==> config.mk <==
export PLATFORM = sky130hd
export DESIGN_NAME = steer_top
export DESIGN_NICKNAME = d
export VERILOG_FILES = /design/src/design/steer_pkg.sv /design/src/design/steer_ctrl.sv /design/src/design/fwd_table.sv /design/src/design/hash2qid.sv /design/src/design/egress_demux.sv /design/src/design/steer_top.sv
export SDC_FILE = /design/constraint.sdc
export NUM_CORES = 1
export LEC_CHECK = 0
export CELL_PAD_IN_SITES_DETAIL_PLACEMENT = 1
export CELL_PAD_IN_SITES_GLOBAL_PLACEMENT = 2
export CORE_MARGIN = 4
export CORE_UTILIZATION = 32
export DETAILED_ROUTE_END_ITERATION = 7
export DONT_BUFFER_PORTS = 1
export GPL_ROUTABILITY_DRIVEN = 0
export PLACE_DENSITY = 0.69
export REMOVE_ABC_BUFFERS = 1
export SLEW_MARGIN = 20
export SYNTH_ARGS = -nofsm -noshare
export SYNTH_HDL_FRONTEND = slang
export SYNTH_HIERARCHICAL = 1
export SYNTH_SLANG_ARGS = --single-unit
==> constraint.sdc <==
create_clock -name clk -period 8.71 [get_ports clk]
set_clock_uncertainty 0.15 [all_clocks]
set_input_delay 0.871 -clock clk [delete_from_list [all_inputs] [get_ports clk]]
set_output_delay 0.871 -clock clk [all_outputs]
set_load 0.01 [all_outputs]
==> src/design/steer_pkg.sv <==
package steer_pkg;

    // ======================================================================
    // widths
    // ======================================================================
    localparam int DATA_W     = 64;
    localparam int PORT_W     = 2;
    localparam int VF_W       = 3;
    localparam int QID_W      = 6;
    localparam int CFG_ADDR_W = 4;
    localparam int CFG_DATA_W = 12;

    localparam int NUM_PORTS = 4;
    localparam int NUM_PFS   = 2;
    localparam int NUM_VFS   = 8;

    typedef logic [DATA_W-1:0]     data_t;
    typedef logic [PORT_W-1:0]     port_t;
    typedef logic [VF_W-1:0]       vf_t;
    typedef logic [QID_W-1:0]      qid_t;
    typedef logic [CFG_ADDR_W-1:0] cfg_addr_t;
    typedef logic [CFG_DATA_W-1:0] cfg_data_t;

    // port codes, bit 1 set means host side
    localparam port_t PORT_CMAC0 = 2'd0;
    localparam port_t PORT_CMAC1 = 2'd1;
    localparam port_t PORT_PF0   = 2'd2;
    localparam port_t PORT_PF1   = 2'd3;

    // ======================================================================
    // configuration address map
    // ======================================================================
    // forwarding entries sit at base + ingress port
    localparam cfg_addr_t CFG_FWD_BASE  = 4'h0;
    localparam cfg_addr_t CFG_DEMUX_SEL = 4'h4;
    localparam cfg_addr_t CFG_QBASE0    = 4'h5;
    localparam cfg_addr_t CFG_QBASE1    = 4'h6;
    localparam cfg_addr_t CFG_VF_TABLE0 = 4'h8;
    localparam cfg_addr_t CFG_VF_TABLE1 = 4'h9;

    // vf table writes: offset in the low bits, vf number from this bit up
    localparam int CFG_VF_LSB = 8;

    typedef enum logic [1:0] {
        ST_IDLE,
        ST_LOOKUP,
        ST_FORWARD
    } ctrl_state_t;

endpackage

==> src/design/steer_ctrl.sv <==
`timescale 1ns/1ps

module steer_ctrl (
    input  logic clk,
    input  logic rst,

    // ingress stream handshake
    input  logic in_valid,
    input  logic in_last,
    output logic in_ready,

    // strobe for the table lookups
    output logic lookup_en,

    // beat handoff to the egress demux
    output logic fwd_valid,
    input  logic fwd_ready
);

    import steer_pkg::*;

    ctrl_state_t state;
    ctrl_state_t state_next;

    // a beat moves on this cycle
    logic beat_accept;

    // ======================================================================
    // handshake
    // ======================================================================
    // beats only pass while forwarding
    // in idle and lookup the input is held off
    assign in_ready    = (state == ST_FORWARD) && fwd_ready;
    assign fwd_valid   = (state == ST_FORWARD) && in_valid;
    assign beat_accept = in_valid && in_ready;

    // one cycle strobe, both tables register on it
    assign lookup_en = (state == ST_LOOKUP);

    // ======================================================================
    // next state
    // ======================================================================
    always_comb begin
        state_next = state;
        case (state)
            ST_IDLE: begin
                // start of a new packet, port and vf are already stable
                if (in_valid) begin
                    state_next = ST_LOOKUP;
                end
            end
            ST_LOOKUP: begin
                // results are registered at the end of this cycle
                state_next = ST_FORWARD;
            end
            ST_FORWARD: begin
                // packet ends on the accepted last beat
                // the demux may still be draining it, lookup can overlap
                if (beat_accept && in_last) begin
                    state_next = ST_IDLE;
                end
            end
            default: begin
                state_next = ST_IDLE;
            end
        endcase
    end

    // state register
    always_ff @(posedge clk) begin
        if (rst) begin
            state <= ST_IDLE;
        end else begin
            state <= state_next;
        end
    end

endmodule

==> src/design/fwd_table.sv <==
`timescale 1ns/1ps

module fwd_table (
    input  logic                clk,
    input  logic                rst,
    input  logic                cfg_valid,
    input  steer_pkg::cfg_addr_t cfg_addr,
    input  steer_pkg::cfg_data_t cfg_data,
    input  logic                lookup_en,
    input  steer_pkg::port_t    in_port,
    output steer_pkg::port_t    egress_next,
    output steer_pkg::port_t    egress_port
);

    import steer_pkg::*;

    // one egress entry per ingress port
    port_t     fwd_entry [NUM_PORTS];
    // redirect bit per cmac, bit index is the cmac index
    logic [1:0] demux_sel;
    port_t     entry;
    cfg_addr_t fwd_off;

    assign fwd_off = cfg_addr - CFG_FWD_BASE;

    // config writes
    always_ff @(posedge clk) begin
        if (rst) begin
            for (int i = 0; i < NUM_PORTS; i++) begin
                fwd_entry[i] <= PORT_CMAC0;
            end
            demux_sel <= '0;
        end else if (cfg_valid) begin
            if (cfg_addr >= CFG_FWD_BASE && fwd_off < NUM_PORTS) begin
                fwd_entry[port_t'(fwd_off)] <= cfg_data[PORT_W-1:0];
            end
            if (cfg_addr == CFG_DEMUX_SEL) begin
                demux_sel <= cfg_data[1:0];
            end
        end
    end

    // table read, then redirect cmac-bound traffic to the matching pf
    assign entry = fwd_entry[in_port];

    always_comb begin
        egress_next = entry;
        if (entry == PORT_CMAC0 && demux_sel[0]) begin
            egress_next = PORT_PF0;
        end else if (entry == PORT_CMAC1 && demux_sel[1]) begin
            egress_next = PORT_PF1;
        end
    end

    // result held for the whole packet
    always_ff @(posedge clk) begin
        if (rst) begin
            egress_port <= PORT_CMAC0;
        end else if (lookup_en) begin
            egress_port <= egress_next;
        end
    end

endmodule

==> src/design/hash2qid.sv <==
`timescale 1ns/1ps

module hash2qid (
    input  logic                 clk,
    input  logic                 rst,
    input  logic                 cfg_valid,
    input  steer_pkg::cfg_addr_t cfg_addr,
    input  steer_pkg::cfg_data_t cfg_data,
    input  logic                 lookup_en,
    input  steer_pkg::port_t     in_port,
    input  steer_pkg::vf_t       in_vf,
    input  steer_pkg::port_t     egress_port,
    output steer_pkg::qid_t      qid,
    output logic                 rss_en
);

    import steer_pkg::*;

    // per pf queue base and vf offset table
    qid_t qbase  [NUM_PFS];
    qid_t vf_tbl [NUM_PFS][NUM_VFS];

    // fields of a vf table write
    vf_t  cfg_vf;
    qid_t cfg_off;

    vf_t  vf_sel;
    qid_t qid_next;
    logic rss_next;

    assign cfg_vf  = cfg_data[CFG_VF_LSB +: VF_W];
    assign cfg_off = cfg_data[QID_W-1:0];

    always_ff @(posedge clk) begin
        if (rst) begin
            for (int p = 0; p < NUM_PFS; p++) begin
                qbase[p] <= '0;
                for (int v = 0; v < NUM_VFS; v++) begin
                    vf_tbl[p][v] <= '0;
                end
            end
        end else if (cfg_valid) begin
            case (cfg_addr)
                CFG_QBASE0:    qbase[0] <= cfg_off;
                CFG_QBASE1:    qbase[1] <= cfg_off;
                CFG_VF_TABLE0: vf_tbl[0][cfg_vf] <= cfg_off;
                CFG_VF_TABLE1: vf_tbl[1][cfg_vf] <= cfg_off;
                default: ;
            endcase
        end
    end

    // cmac ingress has no vf, use entry 0
    assign vf_sel = (in_port == PORT_CMAC0 || in_port == PORT_CMAC1) ? '0 : in_vf;

    // base + offset of the egress pf, zero toward a cmac
    always_comb begin
        qid_next = '0;
        rss_next = 1'b0;
        case (egress_port)
            PORT_PF0: begin
                qid_next = qbase[0] + vf_tbl[0][vf_sel];
                rss_next = 1'b1;
            end
            PORT_PF1: begin
                qid_next = qbase[1] + vf_tbl[1][vf_sel];
                rss_next = 1'b1;
            end
            default: ;
        endcase
    end

    always_ff @(posedge clk) begin
        if (rst) begin
            qid    <= '0;
            rss_en <= 1'b0;
        end else if (lookup_en) begin
            qid    <= qid_next;
            rss_en <= rss_next;
        end
    end

endmodule

==> src/design/egress_demux.sv <==
`timescale 1ns/1ps

module egress_demux (
    input  logic                          clk,
    input  logic                          rst,

    // beat from the control stage
    input  logic                          fwd_valid,
    output logic                          fwd_ready,
    input  steer_pkg::data_t              in_data,
    input  logic                          in_last,
    input  steer_pkg::port_t              egress_port,
    input  steer_pkg::qid_t               qid,
    input  logic                          rss_en,

    // egress side, one valid/ready pair per port
    output logic [steer_pkg::NUM_PORTS-1:0] out_valid,
    input  logic [steer_pkg::NUM_PORTS-1:0] out_ready,
    output steer_pkg::data_t              out_data,
    output logic                          out_last,
    output steer_pkg::qid_t               out_qid,
    output logic                          out_rss_en
);

    import steer_pkg::*;

    // ======================================================================
    // output register
    // ======================================================================
    logic  hold_valid;
    port_t hold_port;
    logic  leaving;
    logic  load;

    // held beat goes out when its own port is ready
    assign leaving   = hold_valid && out_ready[hold_port];
    // take a new beat when empty or emptying this cycle
    assign fwd_ready = !hold_valid || leaving;
    assign load      = fwd_valid && fwd_ready;

    // valid only, payload keeps no reset
    always_ff @(posedge clk) begin
        if (rst) begin
            hold_valid <= 1'b0;
        end else if (load) begin
            hold_valid <= 1'b1;
        end else if (leaving) begin
            hold_valid <= 1'b0;
        end
    end

    // beat and its metadata travel together
    // metadata is latched per beat so a new lookup can overlap the drain
    always_ff @(posedge clk) begin
        if (load) begin
            out_data   <= in_data;
            out_last   <= in_last;
            hold_port  <= egress_port;
            out_qid    <= qid;
            out_rss_en <= rss_en;
        end
    end

    // decode the destination into a single valid bit
    always_comb begin
        out_valid = '0;
        if (hold_valid) begin
            out_valid[hold_port] = 1'b1;
        end
    end

endmodule

==> src/design/steer_top.sv <==
`timescale 1ns/1ps

module steer_top (
    input  logic                            clk,
    input  logic                            rst,

    // ingress stream
    input  logic                            in_valid,
    output logic                            in_ready,
    input  steer_pkg::data_t                in_data,
    input  logic                            in_last,
    input  steer_pkg::port_t                in_port,
    input  steer_pkg::vf_t                  in_vf,

    // write-only configuration port
    input  logic                            cfg_valid,
    input  steer_pkg::cfg_addr_t            cfg_addr,
    input  steer_pkg::cfg_data_t            cfg_data,

    // egress ports
    output logic [steer_pkg::NUM_PORTS-1:0] out_valid,
    input  logic [steer_pkg::NUM_PORTS-1:0] out_ready,
    output steer_pkg::data_t                out_data,
    output logic                            out_last,
    output steer_pkg::qid_t                 out_qid,
    output logic                            out_rss_en
);

    import steer_pkg::*;

    logic  lookup_en;
    logic  fwd_valid;
    logic  fwd_ready;
    // next egress feeds the qid unit in the lookup cycle
    port_t egress_next;
    port_t egress_port;
    qid_t  qid;
    logic  rss_en;

    // ======================================================================
    // packet sequencing
    // ======================================================================
    steer_ctrl steer_ctrl_inst (
        .clk       (clk),
        .rst       (rst),
        .in_valid  (in_valid),
        .in_last   (in_last),
        .in_ready  (in_ready),
        .lookup_en (lookup_en),
        .fwd_valid (fwd_valid),
        .fwd_ready (fwd_ready)
    );

    // ======================================================================
    // lookup tables
    // ======================================================================
    fwd_table fwd_table_inst (
        .clk         (clk),
        .rst         (rst),
        .cfg_valid   (cfg_valid),
        .cfg_addr    (cfg_addr),
        .cfg_data    (cfg_data),
        .lookup_en   (lookup_en),
        .in_port     (in_port),
        .egress_next (egress_next),
        .egress_port (egress_port)
    );

    hash2qid hash2qid_inst (
        .clk         (clk),
        .rst         (rst),
        .cfg_valid   (cfg_valid),
        .cfg_addr    (cfg_addr),
        .cfg_data    (cfg_data),
        .lookup_en   (lookup_en),
        .in_port     (in_port),
        .in_vf       (in_vf),
        .egress_port (egress_next),
        .qid         (qid),
        .rss_en      (rss_en)
    );

    // output register and port decode
    egress_demux egress_demux_inst (
        .clk         (clk),
        .rst         (rst),
        .fwd_valid   (fwd_valid),
        .fwd_ready   (fwd_ready),
        .in_data     (in_data),
        .in_last     (in_last),
        .egress_port (egress_port),
        .qid         (qid),
        .rss_en      (rss_en),
        .out_valid   (out_valid),
        .out_ready   (out_ready),
        .out_data    (out_data),
        .out_last    (out_last),
        .out_qid     (out_qid),
        .out_rss_en  (out_rss_en)
    );

endmodule

==> run metrics, run 1 <==
status complete, no violations; delay of the slowest cell on the worst path 0.55 ns; Final min period 3.61 ns; kind of end point of the critical path flop; CP delay by family, top multiplexers; diode insertion count for antenna repair 0; Final period util 41.5%; number of input and output port buffers inserted 0; crit-path cells nand2_2 > mux4_2 > mux2_2 > ha_1 > a211oi_1 > o21bai_1 > a21oi_1 > xnor3_1 > mux2_2 > o31ai_4; top cell type's share of synthesized area around two thirds; synthesized area per cell 15.6 µm²; Max Clock Freq about 280 MHz; cell types with the highest counts after synthesis edfxtp_1 (190), and2_1 (103), mux4_2 (23); Congestion Overflow GR 0; synthesized instance count 561; arrival time worst endpoint 3.88 ns; critical path startpoint category primary input; worst setup slack for register-to-register paths between 5 and 6 ns; Clock Root Buffer clkbuf_16; Power Total 2.22 mW; synthesis-stage register bit count 204; FF-to-FF Start hash2qid_inst/vf_tbl[0][7]; Avg Vias per Cell roughly 5.0; pin count of the biggest net entering global routing 65; number of global-route vias before repair approximately 4800; number of top-level design ports approximately 170; DRT iter0 DRCs 226; width of the die 173 µm; maximum resistive drop on vdd 0.143 mV; Maximum Capacitance Violations 0; TritonCTS buffer count 23; level count of the clock H-tree 1; all-layer global routing usage 12.2%; Final Util 36.7%; hold buffers post-CTS 0; number of cells on the worst reg-to-reg path 9; share of synthesized flip-flops with an asynchronous set or reset 0%; Cell variety after synth 53; final count of negative-setup-slack endpoints 0; cell with the most instances on the worst path mux2_2; Final HPWL DP 14.1 mm; combined area of all synthesized cells about 8700 µm²; cell with the largest stage delay on the worst path mux4_2; Yosys top cell by area edfxtp_1; Post CTS Setup Buffer Count 0; main area contributors after synthesis edfxtp_1 (65%), and2_1 (7.4%), mux4_2 (5.9%); number of iterations in the first detailed-routing pass 4; starting density of the core 32.5%; share of layout cells above drive strength 1 14.8%; Resized cells post-CTS 0; post-synthesis to final-layout area growth 12.9%; sequential share of the synthesized area 68.6%; detail-routed net length per standard cell 20.6 µm; worst slew pin tran 1.06 ns; type of the worst setup path in2reg; worst slew margin relative to its limit 28.9%; number of cells on the worst hold path 0; worst skew pair latency 0.50 ns; number of buffers between clock root and the deepest sink 3; clock sink count 204; Worst Path Required 8.98 ns; Antenna Nets Post-Route 0; antenna violations before repair 0; TritonCTS clock tree done; post-detailed-routing wire length 19.1 mm; number of hold violations in the final report 0; final number of max-transition violations 0; number of placement rows 60; chip height around 170 µm; Crit Path Max Fanout 18; worst hold-check path type reg2reg; first-pass GRT wire length 28.8 mm; most repeated cell in the gate-level netlist after synthesis edfxtp_1; clock-pin slew on the worst setup and hold paths 0.06 ns; P_leak 3.37 nW; end of the worst register-to-register path hash2qid_inst/qid[5]; startpoint of the worst hold path hash2qid_inst/qid[0]; summed negative setup slack over all endpoints 0 ns; total number of vias about 4600; Std-Cell Core Area 26900 µm²; Critical path buffers and inverters 0; DRC violation count after routing 0; Hold Path Sink egress_demux_inst/out_qid[0]; number of enable-type register cells in the synthesized netlist 190; RSZ-0062 raised after global routing false; dominant synthesized flop cell edfxtp_1; number of nets at the end of the flow 676; area of the die 30000 µm²; power density over the cells 226 nW/µm²; number of synthesis warnings 6
## final cells by class
class,count,area [µm²]
clock inverter,13,151
multi-input combinational,322,2620
tap,341,427
sequential,204,5990
fill,2723,17000
inverter,18,67.6
clock buffer,29,598
timing repair buffer,1,7.51
## cells by family after synthesis
group / count (synthesis) / share of synthesized area (%)
buffers and inverters: 35 / 1.63
AO/OA/AOI/OAI: 63 / 4.96
adder cells (fa/ha/maj): 12 / 1.89
AND/OR/NAND/NOR: 196 / 13.1
multiplexers: 46 / 8.97
flip-flops: 204 / 68.6
XOR/XNOR: 5 / 0.817
## how the worst max path moves through the flow
stage               startpoint                        endpoint  slack, ns  cells after the start
floorplan             in_valid  egress_demux_inst/hold_port[0]       1.42                      3
global placement      in_vf[0]            hash2qid_inst/qid[5]       4.68                     10
detailed placement    in_vf[0]            hash2qid_inst/qid[5]       4.63                     10
CTS                   in_vf[0]            hash2qid_inst/qid[5]       5.11                     10
global route          in_vf[0]            hash2qid_inst/qid[5]       4.94                     10
finish                in_vf[0]            hash2qid_inst/qid[5]       5.10                     10
## flip-flops by register name, indices dropped and copies added, names as in the netlist, 2 cells and up
register	count
hash2qid_inst/vf_tbl	96
egress_demux_inst/out_data	64
hash2qid_inst/qbase	12
fwd_table_inst/fwd_entry	8
egress_demux_inst/out_qid	6
hash2qid_inst/qid	6
egress_demux_inst/hold_port	2
fwd_table_inst/demux_sel	2
fwd_table_inst/egress_port	2
steer_ctrl_inst/state	2
## metal layers
metal / share of wire (%) / up-vias / track usage [%]
met1: 42 / 2241 / 14.6
met5: 0 / - / 0
met2: 49 / 190 / 21.6
met3: 5.7 / 36 / 3.19
met4: 3.4 / 0 / 4.22
li1: - / 2130 / -
## report_power, final
| part | internal, mW | total [mW] | switching [mW] |
|---|---|---|---|
| combinational | 0.0657 | 0.140 | 0.0747 |
| clock | 0.579 | 0.950 | 0.371 |
| sequential | 1.11 | 1.13 | 0.0189 |
## stage by stage
step / hold WS [ns] / worst slack (ns) / cell area, µm² / std cells
final: 0.291 / 5.10 / 9850 / 928
after global routing: 0.265 / 4.94 / 9850 / 928
after CTS: 0.253 / 5.11 / 9850 / 928
after detailed placement: 0.277 / 4.63 / 9100 / 886
after global placement: 0.275 / 4.68 / 9100 / 886
after floorplan: 0.258 / 1.42 / 8650 / 544
## cell usage in the layout (no fill, tap or decap), types with 5 or more instances in the layout
cell       Yosys  layout
mux4_2        23      23
nand2b_1       5       5
mux2_2        11      11
a21oi_1        9       9
clkbuf_16      0      23
o21ai_0       22      21
nand3_1        8       8
edfxtp_1     190     190
and2_1       103     103
clkbuf_1      12       6
ha_1          10      10
nor2_1        22      22
inv_1         18      18
nor3_1         6       6
mux2i_1       10      10
nand2_1       18      18
dfxtp_1       14      14
a211oi_1       5       5
nor2b_1        7       7
Note: power is estimated with default switching activity, not from simulation.
==> run 2: changes to the inputs <==
ABC_AREA = 1   (was default)
PLACE_DENSITY = 0.73   (was 0.69)
clock period = 3.7 ns   (was 8.71 ns; I/O delays follow)
==> run metrics, run 2 <==
status complete, no violations; share of layout cells above drive strength 1 9.78%; antenna violations before repair 1; DRC violation count after routing 0; startpoint of the worst hold path cfg_addr[0]; met3 layer usage reported by global route between 3 and 4%; Post CTS Setup Buffer Count 0; chip height 173 µm; pin count of the biggest net entering global routing 69; cell with the largest stage delay on the worst path o31ai_1; GR met1 Demand/Resource around a fifth; most repeated cell in the gate-level netlist after synthesis edfxtp_1; Final period util 72.8%; number of synthesis warnings 6; share of synthesized flip-flops with an asynchronous set or reset 0%; minimum hold slack around 0.047 ns; dominant synthesized flop cell edfxtp_1; number of hold violations in the final report 0; top cell type's share of synthesized area 65.5%; Std-Cell Core Area 26900 µm²; starting density of the core 32.4%; number of placement rows 60; arrival time worst endpoint 2.95 ns; largest register by flop count hash2qid_inst/vf_tbl; Resized cells post-CTS 0; width of the die 173 µm; number of input and output port buffers inserted 0; Avg Vias per Cell 4.88; Crit Path Max Fanout 2; synthesized area per cell 11.6 µm²; TritonCTS buffer count 23; crit-path cells a221oi_1 > o31ai_1 > ha_1 > inv_1 > fa_1 > or2_2 > nand2_1 > a21oi_1 > xor2_1 > o22ai_1 > o21ai_0 > inv_1; DRT iter0 DRCs 301; power density over the cells approximately 510 nW/µm²; summed negative setup slack over all endpoints 0 ns; RSZ-0062 raised after global routing false; synthesized instance count approximately 750; level count of the clock H-tree 1; CP delay by family, top compound AO/OA/AOI/OAI gates; combined area of all synthesized cells 8700 µm²; post-detailed-routing wire length 23.8 mm; P_leak slightly below 4 nW; final number of max-transition violations 0; Max Clock Freq 371 MHz; area of the die 29900 µm²; Final Util around 40%; Congestion Overflow GR 0; post-synthesis to final-layout area growth 21.2%; maximum resistive drop on vdd 0.326 mV; post-synthesis share of cell area spent on and, or, nand and nor gates 17.2%; delay of the slowest cell on the worst path ~0.43 ns; synthesis-stage register bit count around 200; worst slew margin relative to its limit between 40% and 50%; type of the worst setup path reg2reg; FF-to-FF Start hash2qid_inst/vf_tbl[0][24]; Critical path buffers and inverters 2; all-layer global routing usage 15.5%; hold buffers post-CTS 74; number of nets at the end of the flow 939; number of top-level design ports 171; number of iterations in the first detailed-routing pass 4; post-synthesis adder-cell area fraction under 10%; Largest register FFs 96; met2 Usage GRT 27.0%; area fraction in compound gates after synthesis under 10%; crit path launch hash2qid_inst/vf_tbl[0][24]; total number of vias slightly below 6000; clock sink count between 200 and 250; most used routing layer in global routing met2; Final min period 2.69 ns; cell area after placement 9060 µm²; kind of end point of the critical path flop; most common cell after layout, fill and taps aside edfxtp_1; number of enable-type register cells in the synthesized netlist between 150 and 200; first-pass GRT wire length between 30 and 40 mm; Maximum Capacitance Violations 0; cell with the most instances on the worst path inv_1; final count of negative-setup-slack endpoints 0; Yosys top cell by area edfxtp_1; worst slew pin tran 0.827 ns; critical path startpoint category flop; number of global-route vias before repair 6011; final instance area 10500 µm²; portion of netlist area occupied by mux cells 0%; Cell variety after synth 39; detail-routed net length per standard cell 20.0 µm; post-synthesis share of cell area spent on xor and xnor gates 0.402%; Final HPWL DP 16.0 mm; Worst Path Required 3.95 ns; Clock Root Buffer clkbuf_16; biggest registers after layout hash2qid_inst/vf_tbl: 96 flops, egress_demux_inst/out_data: 64 flops, hash2qid_inst/qbase: 12 flops; clock-pin slew on the worst setup and hold paths 0.07 ns; largest family of logic cells by synthesized area simple AND/OR/NAND/NOR gates; most frequent cells in the layout edfxtp_1 (190), nor2_1 (142), nand2_1 (122); cell types with the highest counts after synthesis edfxtp_1 (190), nor2_1 (142), nand2_1 (122); number of buffers between clock root and the deepest sink 3; main area contributors after synthesis edfxtp_1 (66%), nor2_1 (6.1%), nand2_1 (5.3%); TritonCTS clock tree done; sequential share of the synthesized area a little under 70%; worst skew pair latency around 0.51 ns; worst hold-check path type in2reg; Antenna Nets Post-Route 0
[run 2: worst paths after layout]
path	end	slack (ns)	cells after the start
max	hash2qid_inst/qid[4]	1.01	12
min	fwd_table_inst/fwd_entry[3][0]	0.05	2
max reg2reg	hash2qid_inst/qid[4]	1.01	12
min reg2reg	egress_demux_inst/out_qid[4]	0.28	0
[run 2: cells by family (layout without fill, tap and decap cells)]
kind of cell / Yosys count / count (layout)
compound gates: 90 / 90
fa+ha+maj: 12 / 12
buf+inv: 97 / 195
simple gates: 344 / 344
flops: 204 / 204
other cells: 0 / 1
xor+xnor: 4 / 4
[run 2: metrics by stage]
stage | power (mW) | cells | setup slack (ns)
6_report | 5.37 | 1191 | 1.01
5_1_grt | 5.62 | 1191 | 0.774
4_1_cts | 5.43 | 1190 | 0.992
3_5_place_dp | 3.10 | 1075 | 0.544
3_3_place_gp | 3.09 | 1075 | 0.554
2_1_floorplan | 2.96 | 724 | -1.75
[run 2: report_power, final]
group | switching, mW | internal, mW
registers | 0.0462 | 2.62
clock network | 0.906 | 1.35
logic | 0.280 | 0.167
total | 1.23 | 4.14
[run 2: final cells by class]
type	instances	area [µm²]
Fill cell	2927	16300
Sequential cell	204	5990
Multi-Input combinational cell	450	2310
Timing Repair Buffer	84	816
Clock buffer	25	583
Tap cell	341	427
Inverter	70	263
Clock inverter	16	164
Antenna cell	1	2.50
[run 2: worst register-to-register path, stage by stage, from the launching register on]
cell      delay, ns
edfxtp_1       0.33
a221oi_1       0.09
o31ai_1        0.43
ha_1           0.26
inv_1          0.07
fa_1           0.38
or2_2          0.31
nand2_1        0.06
a21oi_1        0.06
xor2_1         0.15
o22ai_1        0.10
o21ai_0        0.15
inv_1          0.05
[run 2: per-layer routing]
layer  part of all wire (%)  up-vias
met5                      0        -
met4                    2.7        0
met3                    5.8       37
met2                     49      187
met1                     43     2801
li1                       -     2785
